<file path="config.mk">
export PLATFORM = sky130hd
export DESIGN_NAME = axi_delay_top
export DESIGN_NICKNAME = d
export VERILOG_FILES = /design/src/rtl/axi_dly_pkg.sv /design/src/rtl/axi_bus_if.sv /design/src/rtl/axi_delay_top.sv /design/src/rtl/axi_delayer.sv /design/src/rtl/stall_lfsr.sv /design/src/rtl/stream_delay.sv
export SDC_FILE = /design/constraint.sdc
export NUM_CORES = 1
export LEC_CHECK = 0
export BUFFER_PORTS_ARGS = -buffer_cell sky130_fd_sc_hd__buf_2
export CAP_MARGIN = 20
export CORE_AREA = 2 2 150 152
export DETAILED_ROUTE_END_ITERATION = 10
export DIE_AREA = 0 0 152 154
export PLACE_DENSITY_LB_ADDON = 0.3
export SYNTH_ARGS = -nofsm -noshare
export SYNTH_HDL_FRONTEND = slang
export SYNTH_SLANG_ARGS = --single-unit
</file>
<file path="constraint.sdc">
create_clock -name clk -period 0.8 [get_ports clk]
set_input_delay 0.08 -clock clk [delete_from_list [all_inputs] [get_ports clk]]
set_output_delay 0.08 -clock clk [all_outputs]
set_load 0.03 [all_outputs]
</file>
<file path="src/rtl/axi_dly_pkg.sv">
//////////////////////////////
// axi delay package
// widths and reduced channel payload structs for
// the axi delay stage, shared by the RTL and the testbench
//////////////////////////////

package axi_dly_pkg;

  // bus widths
  parameter int ID_W   = 4;
  parameter int ADDR_W = 32;
  parameter int DATA_W = 32;
  parameter int STRB_W = DATA_W / 8;

  // a random stall count is 0 to 2**DELAY_W - 1 cycles
  parameter int DELAY_W = 4;

  // address channel payload, used for both AW and AR
  typedef struct packed {
    logic [ID_W-1:0]   id;
    logic [ADDR_W-1:0] addr;
    logic [7:0]        len;
    logic [2:0]        size;
    logic [1:0]        burst;
  } ax_chan_t;

  // write data channel payload
  typedef struct packed {
    logic [DATA_W-1:0] data;
    logic [STRB_W-1:0] strb;
    logic              last;
  } w_chan_t;

  // write response channel payload
  typedef struct packed {
    logic [ID_W-1:0] id;
    logic [1:0]      resp;
  } b_chan_t;

  // read data channel payload
  typedef struct packed {
    logic [ID_W-1:0]   id;
    logic [DATA_W-1:0] data;
    logic [1:0]        resp;
    logic              last;
  } r_chan_t;

endpackage

</file>
<file path="src/rtl/axi_bus_if.sv">
//////////////////////////////
// axi bus interface
// the five channels of one axi port, each with
// valid, ready and a struct payload
//////////////////////////////

`timescale 1ns/1ps

interface axi_bus_if;

  // write address channel
  logic                  aw_valid;
  logic                  aw_ready;
  axi_dly_pkg::ax_chan_t aw_chan;

  // write data channel
  logic                  w_valid;
  logic                  w_ready;
  axi_dly_pkg::w_chan_t  w_chan;

  // read address channel
  logic                  ar_valid;
  logic                  ar_ready;
  axi_dly_pkg::ax_chan_t ar_chan;

  // write response channel
  logic                  b_valid;
  logic                  b_ready;
  axi_dly_pkg::b_chan_t  b_chan;

  // read data channel
  logic                  r_valid;
  logic                  r_ready;
  axi_dly_pkg::r_chan_t  r_chan;

  // manager side drives the requests and accepts the responses
  modport mgr (
    output aw_valid, aw_chan, input  aw_ready,
    output w_valid,  w_chan,  input  w_ready,
    output ar_valid, ar_chan, input  ar_ready,
    input  b_valid,  b_chan,  output b_ready,
    input  r_valid,  r_chan,  output r_ready
  );

  // subordinate side is the mirror image
  modport sub (
    input  aw_valid, aw_chan, output aw_ready,
    input  w_valid,  w_chan,  output w_ready,
    input  ar_valid, ar_chan, output ar_ready,
    output b_valid,  b_chan,  input  b_ready,
    output r_valid,  r_chan,  input  r_ready
  );

endinterface

</file>
<file path="src/rtl/axi_delay_top.sv">
//////////////////////////////
// axi delay top
// plain upstream and downstream axi ports around
// the channel delayer
//////////////////////////////

`timescale 1ns/1ps

module axi_delay_top #(
  parameter bit StallRandomInput  = 1'b0,
  parameter int FixedDelayInput   = 1,
  parameter bit StallRandomOutput = 1'b0,
  parameter int FixedDelayOutput  = 1
) (
  input  logic                  clk,
  input  logic                  reset_i,
  // upstream port, the delayer is the subordinate here
  input  logic                  up_aw_valid_i,
  input  axi_dly_pkg::ax_chan_t up_aw_chan_i,
  output logic                  up_aw_ready_o,
  input  logic                  up_w_valid_i,
  input  axi_dly_pkg::w_chan_t  up_w_chan_i,
  output logic                  up_w_ready_o,
  input  logic                  up_ar_valid_i,
  input  axi_dly_pkg::ax_chan_t up_ar_chan_i,
  output logic                  up_ar_ready_o,
  output logic                  up_b_valid_o,
  output axi_dly_pkg::b_chan_t  up_b_chan_o,
  input  logic                  up_b_ready_i,
  output logic                  up_r_valid_o,
  output axi_dly_pkg::r_chan_t  up_r_chan_o,
  input  logic                  up_r_ready_i,
  // downstream port, the delayer is the manager here
  output logic                  dn_aw_valid_o,
  output axi_dly_pkg::ax_chan_t dn_aw_chan_o,
  input  logic                  dn_aw_ready_i,
  output logic                  dn_w_valid_o,
  output axi_dly_pkg::w_chan_t  dn_w_chan_o,
  input  logic                  dn_w_ready_i,
  output logic                  dn_ar_valid_o,
  output axi_dly_pkg::ax_chan_t dn_ar_chan_o,
  input  logic                  dn_ar_ready_i,
  input  logic                  dn_b_valid_i,
  input  axi_dly_pkg::b_chan_t  dn_b_chan_i,
  output logic                  dn_b_ready_o,
  input  logic                  dn_r_valid_i,
  input  axi_dly_pkg::r_chan_t  dn_r_chan_i,
  output logic                  dn_r_ready_o
);

  axi_bus_if up_bus ();
  axi_bus_if dn_bus ();

  // upstream side
  assign up_bus.aw_valid = up_aw_valid_i;
  assign up_bus.aw_chan  = up_aw_chan_i;
  assign up_aw_ready_o   = up_bus.aw_ready;
  assign up_bus.w_valid  = up_w_valid_i;
  assign up_bus.w_chan   = up_w_chan_i;
  assign up_w_ready_o    = up_bus.w_ready;
  assign up_bus.ar_valid = up_ar_valid_i;
  assign up_bus.ar_chan  = up_ar_chan_i;
  assign up_ar_ready_o   = up_bus.ar_ready;
  assign up_b_valid_o    = up_bus.b_valid;
  assign up_b_chan_o     = up_bus.b_chan;
  assign up_bus.b_ready  = up_b_ready_i;
  assign up_r_valid_o    = up_bus.r_valid;
  assign up_r_chan_o     = up_bus.r_chan;
  assign up_bus.r_ready  = up_r_ready_i;

  // downstream side
  assign dn_aw_valid_o   = dn_bus.aw_valid;
  assign dn_aw_chan_o    = dn_bus.aw_chan;
  assign dn_bus.aw_ready = dn_aw_ready_i;
  assign dn_w_valid_o    = dn_bus.w_valid;
  assign dn_w_chan_o     = dn_bus.w_chan;
  assign dn_bus.w_ready  = dn_w_ready_i;
  assign dn_ar_valid_o   = dn_bus.ar_valid;
  assign dn_ar_chan_o    = dn_bus.ar_chan;
  assign dn_bus.ar_ready = dn_ar_ready_i;
  assign dn_bus.b_valid  = dn_b_valid_i;
  assign dn_bus.b_chan   = dn_b_chan_i;
  assign dn_b_ready_o    = dn_bus.b_ready;
  assign dn_bus.r_valid  = dn_r_valid_i;
  assign dn_bus.r_chan   = dn_r_chan_i;
  assign dn_r_ready_o    = dn_bus.r_ready;

  axi_delayer #(
    .StallRandomInput  (StallRandomInput),
    .FixedDelayInput   (FixedDelayInput),
    .StallRandomOutput (StallRandomOutput),
    .FixedDelayOutput  (FixedDelayOutput)
  ) u_delayer (
    .clk               (clk),
    .reset_i           (reset_i),
    .slv               (up_bus.sub),
    .mst               (dn_bus.mgr)
  );

endmodule

</file>
<file path="src/rtl/axi_delayer.sv">
//////////////////////////////
// axi delayer
// one stream delay stage per axi channel, the
// requests share one stall setting and the
// responses share another
//////////////////////////////

`timescale 1ns/1ps

module axi_delayer #(
  parameter bit StallRandomInput  = 1'b0,
  parameter int FixedDelayInput   = 1,
  parameter bit StallRandomOutput = 1'b0,
  parameter int FixedDelayOutput  = 1
) (
  input  logic      clk,
  input  logic      reset_i,
  axi_bus_if.sub    slv,
  axi_bus_if.mgr    mst
);

  // write address, upstream to downstream
  stream_delay #(
    .payload_t   (axi_dly_pkg::ax_chan_t),
    .StallRandom (StallRandomInput),
    .FixedDelay  (FixedDelayInput),
    .Seed        (16'hACE1)
  ) u_aw_delay (
    .clk         (clk),
    .reset_i     (reset_i),
    .valid_i     (slv.aw_valid),
    .payload_i   (slv.aw_chan),
    .ready_o     (slv.aw_ready),
    .valid_o     (mst.aw_valid),
    .payload_o   (mst.aw_chan),
    .ready_i     (mst.aw_ready)
  );

  // write data
  stream_delay #(
    .payload_t   (axi_dly_pkg::w_chan_t),
    .StallRandom (StallRandomInput),
    .FixedDelay  (FixedDelayInput),
    .Seed        (16'h1D2B)
  ) u_w_delay (
    .clk         (clk),
    .reset_i     (reset_i),
    .valid_i     (slv.w_valid),
    .payload_i   (slv.w_chan),
    .ready_o     (slv.w_ready),
    .valid_o     (mst.w_valid),
    .payload_o   (mst.w_chan),
    .ready_i     (mst.w_ready)
  );

  // read address
  stream_delay #(
    .payload_t   (axi_dly_pkg::ax_chan_t),
    .StallRandom (StallRandomInput),
    .FixedDelay  (FixedDelayInput),
    .Seed        (16'h7A35)
  ) u_ar_delay (
    .clk         (clk),
    .reset_i     (reset_i),
    .valid_i     (slv.ar_valid),
    .payload_i   (slv.ar_chan),
    .ready_o     (slv.ar_ready),
    .valid_o     (mst.ar_valid),
    .payload_o   (mst.ar_chan),
    .ready_i     (mst.ar_ready)
  );

  // write response flows back from downstream to upstream
  stream_delay #(
    .payload_t   (axi_dly_pkg::b_chan_t),
    .StallRandom (StallRandomOutput),
    .FixedDelay  (FixedDelayOutput),
    .Seed        (16'h5C3F)
  ) u_b_delay (
    .clk         (clk),
    .reset_i     (reset_i),
    .valid_i     (mst.b_valid),
    .payload_i   (mst.b_chan),
    .ready_o     (mst.b_ready),
    .valid_o     (slv.b_valid),
    .payload_o   (slv.b_chan),
    .ready_i     (slv.b_ready)
  );

  // read data
  stream_delay #(
    .payload_t   (axi_dly_pkg::r_chan_t),
    .StallRandom (StallRandomOutput),
    .FixedDelay  (FixedDelayOutput),
    .Seed        (16'h9E47)
  ) u_r_delay (
    .clk         (clk),
    .reset_i     (reset_i),
    .valid_i     (mst.r_valid),
    .payload_i   (mst.r_chan),
    .ready_o     (mst.r_ready),
    .valid_o     (slv.r_valid),
    .payload_o   (slv.r_chan),
    .ready_i     (slv.r_ready)
  );

endmodule

</file>
<file path="src/rtl/stall_lfsr.sv">
//////////////////////////////
// stall lfsr
// 16-bit galois lfsr giving a pseudo-random
// stall count, stepped once per transfer
//////////////////////////////

`timescale 1ns/1ps

module stall_lfsr #(
  parameter logic [15:0] Seed = 16'hACE1
) (
  input  logic                            clk,
  input  logic                            reset_i,
  input  logic                            step_i,
  output logic [axi_dly_pkg::DELAY_W-1:0] count_o
);

  // feedback mask for taps 16, 14, 13 and 11 in right-shift form
  localparam logic [15:0] TapMask = 16'hB400;

  logic [15:0] state;
  logic [15:0] state_next;

  // shift right and fold the output bit back into the tap positions
  assign state_next = {1'b0, state[15:1]} ^ (state[0] ? TapMask : 16'h0000);

  always_ff @(posedge clk) begin
    if (reset_i) begin
      state <= Seed;
    end else if (step_i) begin
      state <= state_next;
    end
  end

  assign count_o = state[axi_dly_pkg::DELAY_W-1:0];

endmodule

</file>
<file path="src/rtl/stream_delay.sv">
//////////////////////////////
// stream delay
// holds back one valid/ready channel for a fixed
// or pseudo-random number of cycles, payload passes
// through unchanged
//////////////////////////////

`timescale 1ns/1ps

module stream_delay #(
  parameter type         payload_t   = logic,
  parameter bit          StallRandom = 1'b0,
  parameter int          FixedDelay  = 1,
  parameter logic [15:0] Seed        = 16'hACE1
) (
  input  logic     clk,
  input  logic     reset_i,
  input  logic     valid_i,
  input  payload_t payload_i,
  output logic     ready_o,
  output logic     valid_o,
  output payload_t payload_o,
  input  logic     ready_i
);

  // the counter has to hold the largest stall this instance can see
  localparam int MaxStall = StallRandom ? (2 ** axi_dly_pkg::DELAY_W) - 1 : FixedDelay;
  localparam int CntW     = (MaxStall > 0) ? $clog2(MaxStall + 1) : 1;

  logic            busy;
  logic [CntW-1:0] cnt;
  logic [CntW-1:0] stall;
  logic            xfer;

  if (StallRandom) begin : g_random
    logic [axi_dly_pkg::DELAY_W-1:0] lfsr_count;

    // a new stall value is drawn after every completed transfer
    stall_lfsr #(
      .Seed    (Seed)
    ) u_lfsr (
      .clk     (clk),
      .reset_i (reset_i),
      .step_i  (xfer),
      .count_o (lfsr_count)
    );

    assign stall = CntW'(lfsr_count);
  end else begin : g_fixed
    assign stall = CntW'(FixedDelay);
  end

  // a zero stall lets valid through in the same cycle it arrives
  assign valid_o   = valid_i & (busy ? (cnt == '0) : (stall == '0));
  assign xfer      = valid_o & ready_i;
  assign ready_o   = xfer;
  assign payload_o = payload_i;

  // cnt holds the cycles still to wait after the current one
  always_ff @(posedge clk) begin
    if (reset_i) begin
      busy <= 1'b0;
      cnt  <= '0;
    end else if (!busy) begin
      if (valid_i && (stall != '0)) begin
        busy <= 1'b1;
        cnt  <= stall - CntW'(1);
      end
    end else if (cnt != '0) begin
      cnt <= cnt - CntW'(1);
    end else if (xfer) begin
      busy <= 1'b0;
    end
  end

endmodule

</file>
# Word-level counts from Yosys, hierarchy flattened
# Index checks and enable logic that the tools add are counted.
# word_totals
input_bits	192
reg_bits	10
elab_cells	75
# classes
reduce_logical	5
n_mux	40
bitwise_logic	15
addsub	5
# op_table
cell	count
$mux W1	40
$and A1 B1 Y1	10
$reduce_bool A2 Y1	5
$not A1 Y1	5
$sub A1 B1 Y1 const B	5

# Depth between registers and ports, before layout
# Gate-level depths: netlist of run 1.
# logic_depth
ltp_word	7
mapped_depth	2
depth_no_buf	2

# Hierarchy
# A second synthesis of run 1 with hierarchy kept.
# unflattened
hier_cells	205
area_unflattened_um2	1614.0
# modules_own_cells
mod	cells_each	area_each_um2	n_inst	seq_area_each_um2
stream_delay (u_delayer.u_ar_delay ...)	54	420.4	2	20.0
stream_delay (u_delayer.u_r_delay)	44	345.3	1	20.0
stream_delay (u_delayer.u_w_delay)	42	330.3	1	20.0
stream_delay (u_delayer.u_b_delay)	11	97.6	1	20.0

# Least setup slack after synthesis of run 1
# Ideal clock, no wire load.
# synth_timing
path_kind	register to register
start	register u_delayer.u_ar_delay.busy
end	register u_delayer.u_ar_delay.busy
setup_ns	0.116
t_required_ns	0.684
path_slack_ns	0.067
arrival_ns	0.617
stages_incl_launch_ff	3
cell_sequence	dfxtp_1 and3_4 nor3_2
# synth_via
elab_chain_cells	6
# synth_lines
element	line_no	rtl
start, declared	stream_delay.sv:30	logic busy;
start signal, assigned	stream_delay.sv:62	busy <= 1'b0;
start signal, assigned	stream_delay.sv:66	busy <= 1'b1;
start signal, assigned	stream_delay.sv:72	busy <= 1'b0;
$mux W1	stream_delay.sv:54	assign valid_o = valid_i & (busy ? (cnt == '0) : (stall == '0));
$and A1 B1 Y1	stream_delay.sv:54	
$and A1 B1 Y1	stream_delay.sv:55	assign xfer = valid_o & ready_i;
named net up_ar_ready_o	axi_delay_top.sv:26	output logic up_ar_ready_o,
$mux W1	stream_delay.sv:71	end else if (xfer) begin
$mux W1	stream_delay.sv:69	end else if (cnt != '0) begin
$mux W1	stream_delay.sv:64	end else if (!busy) begin
# The timed path passes the listed nets, and every way through them passes these cells.
# A chain may end at the register's enable or synchronous reset.

# Final worst setup path of run 1
# layout_timing
start	register u_delayer.u_aw_delay.busy
end	output up_aw_ready_o
# layout_via
elab_chain_cells	3
# layout_lines
element	line_no	rtl
start, declared	stream_delay.sv:30	
start signal, assigned	stream_delay.sv:62	
start signal, assigned	stream_delay.sv:66	
start signal, assigned	stream_delay.sv:72	
$mux W1	stream_delay.sv:54	
$and A1 B1 Y1	stream_delay.sv:54	
$and A1 B1 Y1	stream_delay.sv:55	
end, declared	axi_delay_top.sv:20	output logic up_aw_ready_o,
# No other way between the ends.

==> results of run 1 <==
-- per-layer routing --
metal	wire, microns	GRT usage [%]	vias up
met1	329	0.5936	191
met4	881	7.121	0
met5	0	0	-
met3	1108	3.523	100
li1	-	-	148
met2	2126	5.706	151
-- timing repair --
action	CTS	global route
endpoints found under the hold margin	0	0
setup endpoints to repair	10	13
gates resized for setup	29	2
setup buffers	4	2
pin swaps	5	5
-- through the flow --
stage	hold slack [ps]	util, %	worst slack, ps	TNS [ps]
after floorplan	149.7	-	66.63	0
after global placement	160.2	3.300	21.20	0
after detailed placement	160.2	3.300	8.132	0
after CTS	127.8	4.154	-148.8	-1224
after global routing	147.2	4.258	-182.3	-1507
final	141.6	4.258	-161.1	-1226
-- final timing paths --
check	to	slack [ps]	cells after the start
max	up_aw_ready_o	-160	2
min	u_delayer.u_ar_delay.busy$_SDFF_PP0_	140	2
min reg2reg	u_delayer.u_r_delay.busy$_SDFF_PP0_	530	2
max reg2reg	u_delayer.u_aw_delay.busy$_SDFF_PP0_	20	3
-- where the power goes --
group          internal [mW]  switching (mW)
clock                  0.661           0.173
sequential             0.275          0.0160
combinational          0.122           0.113
-- cell usage in the layout, fill, tap and decap left out --
| cell type | instances |
|---|---|
| nor3_2 | 4 |
| clkbuf_16 | 3 |
| clkbuf_1 | 1 |
| and3_4 | 5 |
| buf_4 | 6 |
| and2_4 | 5 |
| buf_6 | 10 |
| nor3_4 | 1 |
| dfxtp_2 | 5 |
| buf_2 | 11 |
| nor2_1 | 5 |
-- layout make-up --
type | count | share of cell area (%)
multi-input cells | 20 | 18.97
repair buffers | 27 | 23.04
clock buffers | 4 | 8.537
flip-flops and latches | 5 | 11.52
well taps | 280 | 37.94
-- sequential cells by signal, summed over array words and instances, names as in the netlist --
name / count
u_delayer.u_r_delay.busy: 1
u_delayer.u_aw_delay.busy: 1
u_delayer.u_w_delay.busy: 1
u_delayer.u_b_delay.busy: 1
u_delayer.u_ar_delay.busy: 1
-- cells by family after synthesis --
| family | Yosys count | synth area share (%) |
|---|---|---|
| and+or+nand+nor | 20 | 9.938 |
| buffers and inverters | 180 | 83.85 |
| DFF | 5 | 6.211 |
==> metrics.md, run 1 <==
| Metric | Value |
|---|---|
| Status | `finished with violations` |
| Failing checks | `negative setup slack` |
| Async SR Flop Fraction | `0%` |
| Sequential cell area fraction in the yosys report | `6.211%` |
| Clock sinks | `5` |
| List of most frequent post-synthesis cells | `180 x buf_4, 5 x and3_4, 5 x dfxtp_1, 5 x nor2_1, 5 x nor3_2` |
| Post-Syn Area | `1612 sq um` |
| Tmin final | `961.1 ps` |
| Die Width | `152 microns` |
| Syn_nets | `397` |
| CP Class | `reg -> out` |
| Initial core utilization | `7.430%` |
| Final hold violations | `0` |
| Later-pin clock latency in the skew report | `230 ps` |
| Dpl cell area | `715.7 sq um` |
| Post-synth cell types | `7` |
| Non-Filler Instances | `336` |
| Synth top area share | `83.85%` |
| Number of core rows | `54` |
| Core area | `21,690 sq um` |
| Number of routed nets with antenna violations | `0` |
| Number of buffers added on ports | `21` |
| Initial antenna violation count | `0` |
| IO Count | `382` |
| Crit end category | `output port` |
| GR Overflow Total | `0` |
| Power Total | `1.361 mW` |
| Initial DRC Count | `13` |
| Drt pass-1 iters | `2` |
| Cts hold-fix bufs | `0` |
| Period utilisation layout | `120.1%` |
| Num CTS Buffers | `3` |
| Avg Cell Area, Syn | `7.861 sq um` |
| Crit path cell chain | `and3_4, buf_6` |
| Worst Tran Pin Value | `192.6 ps` |
| CTS tree | `built` |
| Leakage power | `0.2823 nW` |
| DR vias | `590` |
| YS warnings | `0` |
| CTS Root Cell | `clkbuf_16` |
| Final setup violating endpoints | `10` |
| Clock skew | `0 ps` |
| Post-DR wirelength/cell | `13.23 microns` |
| Worst Path Arrival | `880 ps` |
| Largest buffer count on any clock path | `2` |
| Filler cells | `2,554` |
| Final GP Congestion | `0.6692` |
| First-pass GRT wire length | `5.513 mm` |
| Max-Cap Viols | `0` |
| Die H | `154 microns` |
| Crit path max-delay family | `flip-flops` |
| Area of the multi-input gates | `175.2 sq um` |
| Worst path buffer plus inverter count | `1` |
| GRT Util Overall | `3.481%` |
| Reg clk slew, reported paths | `30 ps` |
| Synth Flop Type | `dfxtp_1` |
| Nets | `249` |
| Slowest CP cell | `dfxtp_2` |
| Fin area | `923.4 sq um` |
| Area contributors post-synth | `buf_4 84%, dfxtp_1 6.2%, and3_4 3.5%, nor3_2 3.1%, and2_2 1.4%` |
| Die Area | `23,410 sq um` |
| Slowest cell delay on critical path | `340 ps` |
| Largest net degree at the start of global routing | `6` |
| Syn-to-layout area delta | `-42.70%` |
| # diodes | `0` |
| Mapped Cells | `205` |
| Number of global-route vias before repair | `691` |
| Setup slack after layout | `-161.1 ps` |
| Number of synthesized flops with an enable pin | `0` |
| Max-slew violation count | `0` |
| Placed cells | `326` |
| Startpoint Class | `flip-flop` |
| Hold wc startpoint | `reset_i` |
| H-Tree Depth | `1` |
| Peak supply drop | `1.299 mV` |
| Vias per inst | `1.756` |
| Critical path launch point | `u_delayer.u_aw_delay.busy$_SDFF_PP0_` |
| Peak Freq | `1041 MHz` |
| Top cell type by total area after synthesis | `buf_4` |
| Crit Reg-Reg Startpoint | `u_delayer.u_aw_delay.busy$_SDFF_PP0_` |
| Sequential cell area | `106.4 sq um` |
| HP Class | `in -> reg` |
| HPWL Detailed | `3.711 mm` |
| Routed WL | `4.446 mm` |
| Crit-path max FO | `3` |
| Layout cells sized above 1 | `89.29%` |
| FF+latch count, synth | `5` |
| Power Density | `1474 nW/um^2` |
| Required @ worst endpoint | `720 ps` |
| Max-slew headroom | `87.11%` |
| # DRC | `0` |
| Most instantiated library cell after synthesis | `buf_4` |
| RSZ-0062 raised after global routing | `yes` |
Power figures use the tool's default switching activity.
==> run 2: changes to the inputs <==
==> constraint.sdc (replaced) <==
create_clock -name clk -period 1 [get_ports clk]
set_input_delay 0.1 -clock clk [delete_from_list [all_inputs] [get_ports clk]]
set_output_delay 0.1 -clock clk [all_outputs]
set_load 0.03 [all_outputs]
==> metrics.md, run 2 (synthesized netlist as in run 1, its figures left out) <==
| Metric | Value |
|---|---|
| CTS Root Cell | `clkbuf_16` |
| Vias per inst | `1.717 (-2.2%)` |
| Initial core utilization | `7.430% (unchanged)` |
| GRT Util Overall | `3.380% (-0.10 points)` |
| Worst reg2reg path depth | `3 (unchanged)` |
| Period utilisation layout | `97.73%` |
| # diodes | `0 (unchanged)` |
| Max-slew headroom | `88.99% (+1.9 points)` |
| Crit Reg-Reg Startpoint | `u_delayer.u_w_delay.busy$_SDFF_PP0_` |
| Reg clk slew, reported paths | `30 ps (about the same)` |
| RSZ-0062 raised after global routing | `yes` |
| Die H | `154 microns (unchanged)` |
| Largest buffer count on any clock path | `2 (unchanged)` |
| Crit-path max FO | `3 (unchanged)` |
| Leakage power | `0.2532 nW (-10%)` |
| Clock skew | `0 ps (unchanged)` |
| Dpl cell area | `715.7 sq um (unchanged)` |
| Initial antenna violation count | `0 (unchanged)` |
| Peak Freq | `1023 MHz` |
| Max-Cap Viols | `0 (unchanged)` |
| Number of core rows | `54 (unchanged)` |
| Critical path launch point | `u_delayer.u_b_delay.busy$_SDFF_PP0_` |
| Tmin final | `977.3 ps` |
| GR Overflow Total | `0 (unchanged)` |
| Later-pin clock latency in the skew report | `230 ps (about the same)` |
| Final hold violations | `0 (unchanged)` |
| Reg2Reg Capture Point | `u_delayer.u_w_delay.busy$_SDFF_PP0_` |
| Largest net degree at the start of global routing | `6 (unchanged)` |
| CP Capture Point | `up_b_valid_o` |
| Status | `finished clean` |
| Number of buffers added on ports | `21 (unchanged)` |
| Layout cells sized above 1 | `84.62% (-4.7 points)` |
| Number of routed nets with antenna violations | `0 (unchanged)` |
| Core area | `21,690 sq um (unchanged)` |
| Final setup violating endpoints | `0 (-10)` |
| Most common cell after layout, fill and taps aside | `buf_2` |
| Power Total | `1.048 mW (-23%)` |
| Most frequent cells in the layout | `13 x buf_2, 6 x buf_6` |
| Startpoint Class | `flip-flop` |
| CTS tree | `built` |
| Crit end category | `output port` |
| Initial DRC Count | `11 (-2)` |
| Nets | `245 (-1.6%)` |
| Post-DR wirelength/cell | `12.99 microns (-1.8%)` |
| Number of global-route vias before repair | `671 (-2.9%)` |
| Cts hold-fix bufs | `0 (unchanged)` |
| First-pass GRT wire length | `5.319 mm (-3.5%)` |
| Clock sinks | `5 (unchanged)` |
| Peak supply drop | `0.9716 mV (-25%)` |
| Required @ worst endpoint | `900 ps (+180 ps)` |
| IO Count | `382 (unchanged)` |
| Max-slew violation count | `0 (unchanged)` |
| Die Area | `23,410 sq um (unchanged)` |
| CP Class | `reg -> out` |
| Flop2flop setup slack | `180 ps (+160 ps)` |
| Die Width | `152 microns (unchanged)` |
| HP Class | `in -> reg` |
| # DRC | `0 (unchanged)` |
| Drt pass-1 iters | `2 (unchanged)` |
| Num CTS Buffers | `3 (unchanged)` |
| DR vias | `570 (-3.4%)` |
| Syn-to-layout area delta | `-46.74%` |
| Final GP Congestion | `0.6693 (about the same)` |
| Worst Tran Pin Value | `165.1 ps (-27.54 ps)` |
| Fin area | `858.3 sq um (-7.0%)` |
| H-Tree Depth | `1 (unchanged)` |
| Routed WL | `4.313 mm (-3.0%)` |
| Power Density | `1221 nW/um^2 (-17%)` |
| Worst Path Arrival | `880 ps (about the same)` |
| HPWL Detailed | `3.711 mm (unchanged)` |
run 2: cell types whose count changed in the layout (fill, tap and decap cells not counted), sizes merged:
cell  change
buf       -4
run 2: critical path, stage by stage (launching register included):
cell and delay [ps]:
dfxtp_2 320, and2_2 160, buf_2 170
run 2: timing repair:
| action | 4_1_cts | 5_1_grt |
|---|---|---|
| hold endpoints to repair | 0 | 0 |
| cloned | 0 | 0 |
| pin swaps | 0 | 3 |
| setup buffers | 0 | 2 |
| resized for setup | 13 | 8 |
| endpoints found under the setup margin | 7 | 8 |
run 2: worst min-delay path by stage:
stage | depth (start not counted) | to | slack [ps] | from
after floorplan | 1 | u_delayer.u_ar_delay.busy$_SDFF_PP0_ | 170 | reset_i
after detailed placement | 0 | dn_ar_chan_o[16] | 200 | up_ar_chan_i[16]
after global routing | 2 | u_delayer.u_r_delay.busy$_SDFF_PP0_ | 150 | reset_i
final | 3 | u_delayer.u_r_delay.busy$_SDFF_PP0_ | 140 | dn_r_valid_i
after global placement | 0 | dn_ar_chan_o[16] | 200 | up_ar_chan_i[16]
after CTS | 3 | u_delayer.u_r_delay.busy$_SDFF_PP0_ | 140 | dn_r_valid_i
run 2: per-stage QoR:
stage | setup WS, ps | TNS, ps | hold WS (ps) | instances | utilization [%]
after global routing | -3.499 | -3.499 | 153.6 | 332 | 3.958
after CTS | 1.882 | 0 | 143.0 | 330 | 3.831
after detailed placement | 188.1 | 0 | 200.2 | 326 | 3.300
final | 22.74 | 0 | 142.7 | 332 | 3.958
after global placement | 201.2 | 0 | 200.2 | 326 | 3.300
after floorplan | 266.6 | 0 | 169.7 | 205 | -
run 2: metal layers:
metal  up-vias  track usage, %  part of all wire [%]
li1        138               -                     -
met1       185          0.5258                   6.9
met2       147           5.320                    46
met3       100           3.467                    26
met4         0           7.432                    21
met5         -               0                     0
run 2: final cells by class:
type,count,area [sq um]
clock buffers,4,78.83
fillers,2551,20830
multi-input cells,20,160.2
flip-flops and latches,5,106.4
well taps,280,350.3
repair buffers,23,162.7
run 2: where the power goes:
| part | internal [mW] | leakage (nW) | switching [mW] | total [mW] |
|---|---|---|---|---|
| Clock | 0.529 | 0.0382 | 0.135 | 0.664 |
| Combinational | 0.0721 | 0.172 | 0.0809 | 0.153 |
| Sequential | 0.220 | 0.0429 | 0.0112 | 0.231 |
==> run 3: changes to the inputs <==
--- a/config.mk
+++ b/config.mk
@@ -11,6 +11,7 @@
 export DETAILED_ROUTE_END_ITERATION = 10
 export DIE_AREA = 0 0 152 154
 export PLACE_DENSITY_LB_ADDON = 0.3
+export REMOVE_ABC_BUFFERS = 1
 export SYNTH_ARGS = -nofsm -noshare
 export SYNTH_HDL_FRONTEND = slang
 export SYNTH_SLANG_ARGS = --single-unit
==> metrics.md, run 3 (synthesized netlist as in run 1, its figures left out) <==
| Metric | Value |
|---|---|
| Flop2flop setup slack | `200 ps (+20 ps)` |
| Clock sinks | `5 (unchanged)` |
| Most frequent cells in the layout | `11 x buf_2, 9 x buf_6` |
| Syn-to-layout area delta | `-45.03%` |
| Nets | `246 (+0.41%)` |
| Fin area | `885.9 sq um (+3.2%)` |
| Power Total | `1.105 mW (+5.4%)` |
| Core area | `21,690 sq um (unchanged)` |
| Placed cells | `326 (unchanged)` |
| Worst reg2reg path depth | `3 (unchanged)` |
| Power Density | `1247 nW/um^2 (+2.1%)` |
| Slowest cell delay on critical path | `330 ps (about the same)` |
| Most common cell after layout, fill and taps aside | `buf_2` |
| CTS Root Cell | `clkbuf_16` |
| GRT Util Overall | `31.11% (+28 points)` |
| IO Count | `382 (unchanged)` |
| CTS tree | `built` |
| Number of routed nets with antenna violations | `0 (unchanged)` |
| Final hold violations | `0 (unchanged)` |
| Crit end category | `output port` |
| Clock skew | `0 ps (unchanged)` |
| Post-DR wirelength/cell | `112.8 microns (+770%)` |
| HPWL Detailed | `36.98 mm (+900%)` |
| Reg2Reg Capture Point | `u_delayer.u_b_delay.busy$_SDFF_PP0_` |
| Max-slew headroom | `84.82% (-4.2 points)` |
| Worst Path Arrival | `880 ps (about the same)` |
| CP Capture Point | `up_aw_ready_o` |
| # DRC | `0 (unchanged)` |
| DP Worst Slack | `187.8 ps (-0.3330 ps)` |
| Drt pass-1 iters | `4 (+2)` |
| Number of global-route vias before repair | `709 (+5.7%)` |
| Final setup violating endpoints | `0 (unchanged)` |
| DR vias | `1,069 (+88%)` |
| Critical path depth | `2 (unchanged)` |
| Initial antenna violation count | `1 (+1)` |
| Tmin final | `980.9 ps (+3.642 ps)` |
| Crit path cell chain | `and3_4, buf_6` |
| Final GP Congestion | `1.327 (+98%)` |
| Initial DRC Count | `145 (+134)` |
| First-pass GRT wire length | `39.79 mm (+650%)` |
| Num CTS Buffers | `3 (unchanged)` |
| Largest buffer count on any clock path | `2 (unchanged)` |
| Crit-path max FO | `3 (unchanged)` |
| Worst Tran Pin Value | `227.7 ps (+62.62 ps)` |
| Startpoint Class | `flip-flop` |
| Routed WL | `37.67 mm (+770%)` |
| Slowest CP cell | `dfxtp_2` |
| Reg clk slew, reported paths | `40 ps (about the same)` |
| Layout cells sized above 1 | `84.91% (+0.29 points)` |
| Peak Freq | `1019 MHz (-0.37%)` |
| Largest net degree at the start of global routing | `6 (unchanged)` |
| Peak supply drop | `0.4481 mV (-54%)` |
| Status | `finished clean` |
| Number of core rows | `54 (unchanged)` |
| Later-pin clock latency in the skew report | `230 ps (about the same)` |
| Die H | `154 microns (unchanged)` |
| Critical path launch point | `u_delayer.u_aw_delay.busy$_SDFF_PP0_` |
| GR Overflow Total | `0 (unchanged)` |
| Crit Reg-Reg Startpoint | `u_delayer.u_b_delay.busy$_SDFF_PP0_` |
| Dpl cell area | `715.7 sq um (unchanged)` |
| Setup slack after layout | `19.10 ps (-3.642 ps)` |
| Leakage power | `0.2624 nW (+3.6%)` |
| CP Class | `reg -> out` |
| Crit path max-delay family | `flip-flops` |
| Filler cells | `2,567 (+0.63%)` |
| Number of buffers added on ports | `21 (unchanged)` |
| Max-slew violation count | `0 (unchanged)` |
| Cts hold-fix bufs | `0 (unchanged)` |
| Worst path buffer plus inverter count | `1 (unchanged)` |
| RSZ-0062 raised after global routing | `yes` |
| Required @ worst endpoint | `900 ps (about the same)` |
| Die Width | `152 microns (unchanged)` |
| Initial core utilization | `7.430% (unchanged)` |
| HP Class | `in -> reg` |
| Hold Path Stages | `3 (unchanged)` |
| H-Tree Depth | `1 (unchanged)` |
| Final Util | `4.084% (+0.13 points)` |
| Max-Cap Viols | `0 (unchanged)` |
| Die Area | `23,410 sq um (unchanged)` |
| Period utilisation layout | `98.09% (+0.36 points)` |
| Vias per inst | `3.201 (+86%)` |
| Non-Filler Instances | `334 (+0.60%)` |
-- run 3: cell count changes in the layout (fill, tap and decap cells not counted), sizes merged --
cell	previous run	this run
diode	0	1
buf	23	24
-- run 3: area by class of cell --
type	instances	area, sq um	area share [%]
clock buffer	4	78.83	8.898
multi-input combinational	20	161.4	18.22
sequential	5	106.4	12.01
timing repair buffer	24	186.4	21.05
antenna	1	2.502	0.2825
tap	280	350.3	39.55
-- run 3: what timing repair did --
item / 4_1_cts / 5_1_grt
gates cloned: 0 / 0
buffers inserted: 0 / 3
pin swaps: 0 / 3
endpoints found under the setup margin: 9 / 9
resized for setup: 19 / 9
-- run 3: how the worst min path moves through the flow --
| stage | from | endpoint | slack (ps) |
|---|---|---|---|
| 5_1_grt | up_aw_valid_i | u_delayer.u_aw_delay.busy$_SDFF_PP0_ | 160 |
| 4_1_cts | up_aw_valid_i | u_delayer.u_aw_delay.busy$_SDFF_PP0_ | 130 |
| 6_report | up_aw_valid_i | u_delayer.u_aw_delay.busy$_SDFF_PP0_ | 130 |
| 3_5_place_dp | up_ar_chan_i[43] | dn_ar_chan_o[43] | 200 |
| 2_1_floorplan | reset_i | u_delayer.u_ar_delay.busy$_SDFF_PP0_ | 170 |
| 3_3_place_gp | up_ar_chan_i[43] | dn_ar_chan_o[43] | 200 |
-- run 3: metal layers --
layer / share of wire [%] / track usage, % / up-vias
met1: 6.1 / 4.444 / 395
met4: 6.9 / 15.67 / 6
met5: 0.48 / 5.797 / -
met2: 53 / 59.18 / 464
met3: 33 / 51.75 / 62
li1: - / - / 142
-- run 3: per-stage QoR --
stage,TNS (ps),hold WS [ps]
floorplan,0,169.7
global placement,0,203.3
detailed placement,0,203.3
CTS,0,126.2
global route,-30.26,158.8
finish,0,130.0
-- run 3: worst reg2reg max path: stages (launching register included) --
cell and delay [ps]:
dfxtp_2 310, and3_4 150, buf_4 130, nor3_2 130
-- run 3: power breakdown --
group / switching, mW / internal, mW / leakage, nW
registers: 0.0114 / 0.220 / 0.0429
logic: 0.0932 / 0.0817 / 0.181
clock network: 0.167 / 0.532 / 0.0382
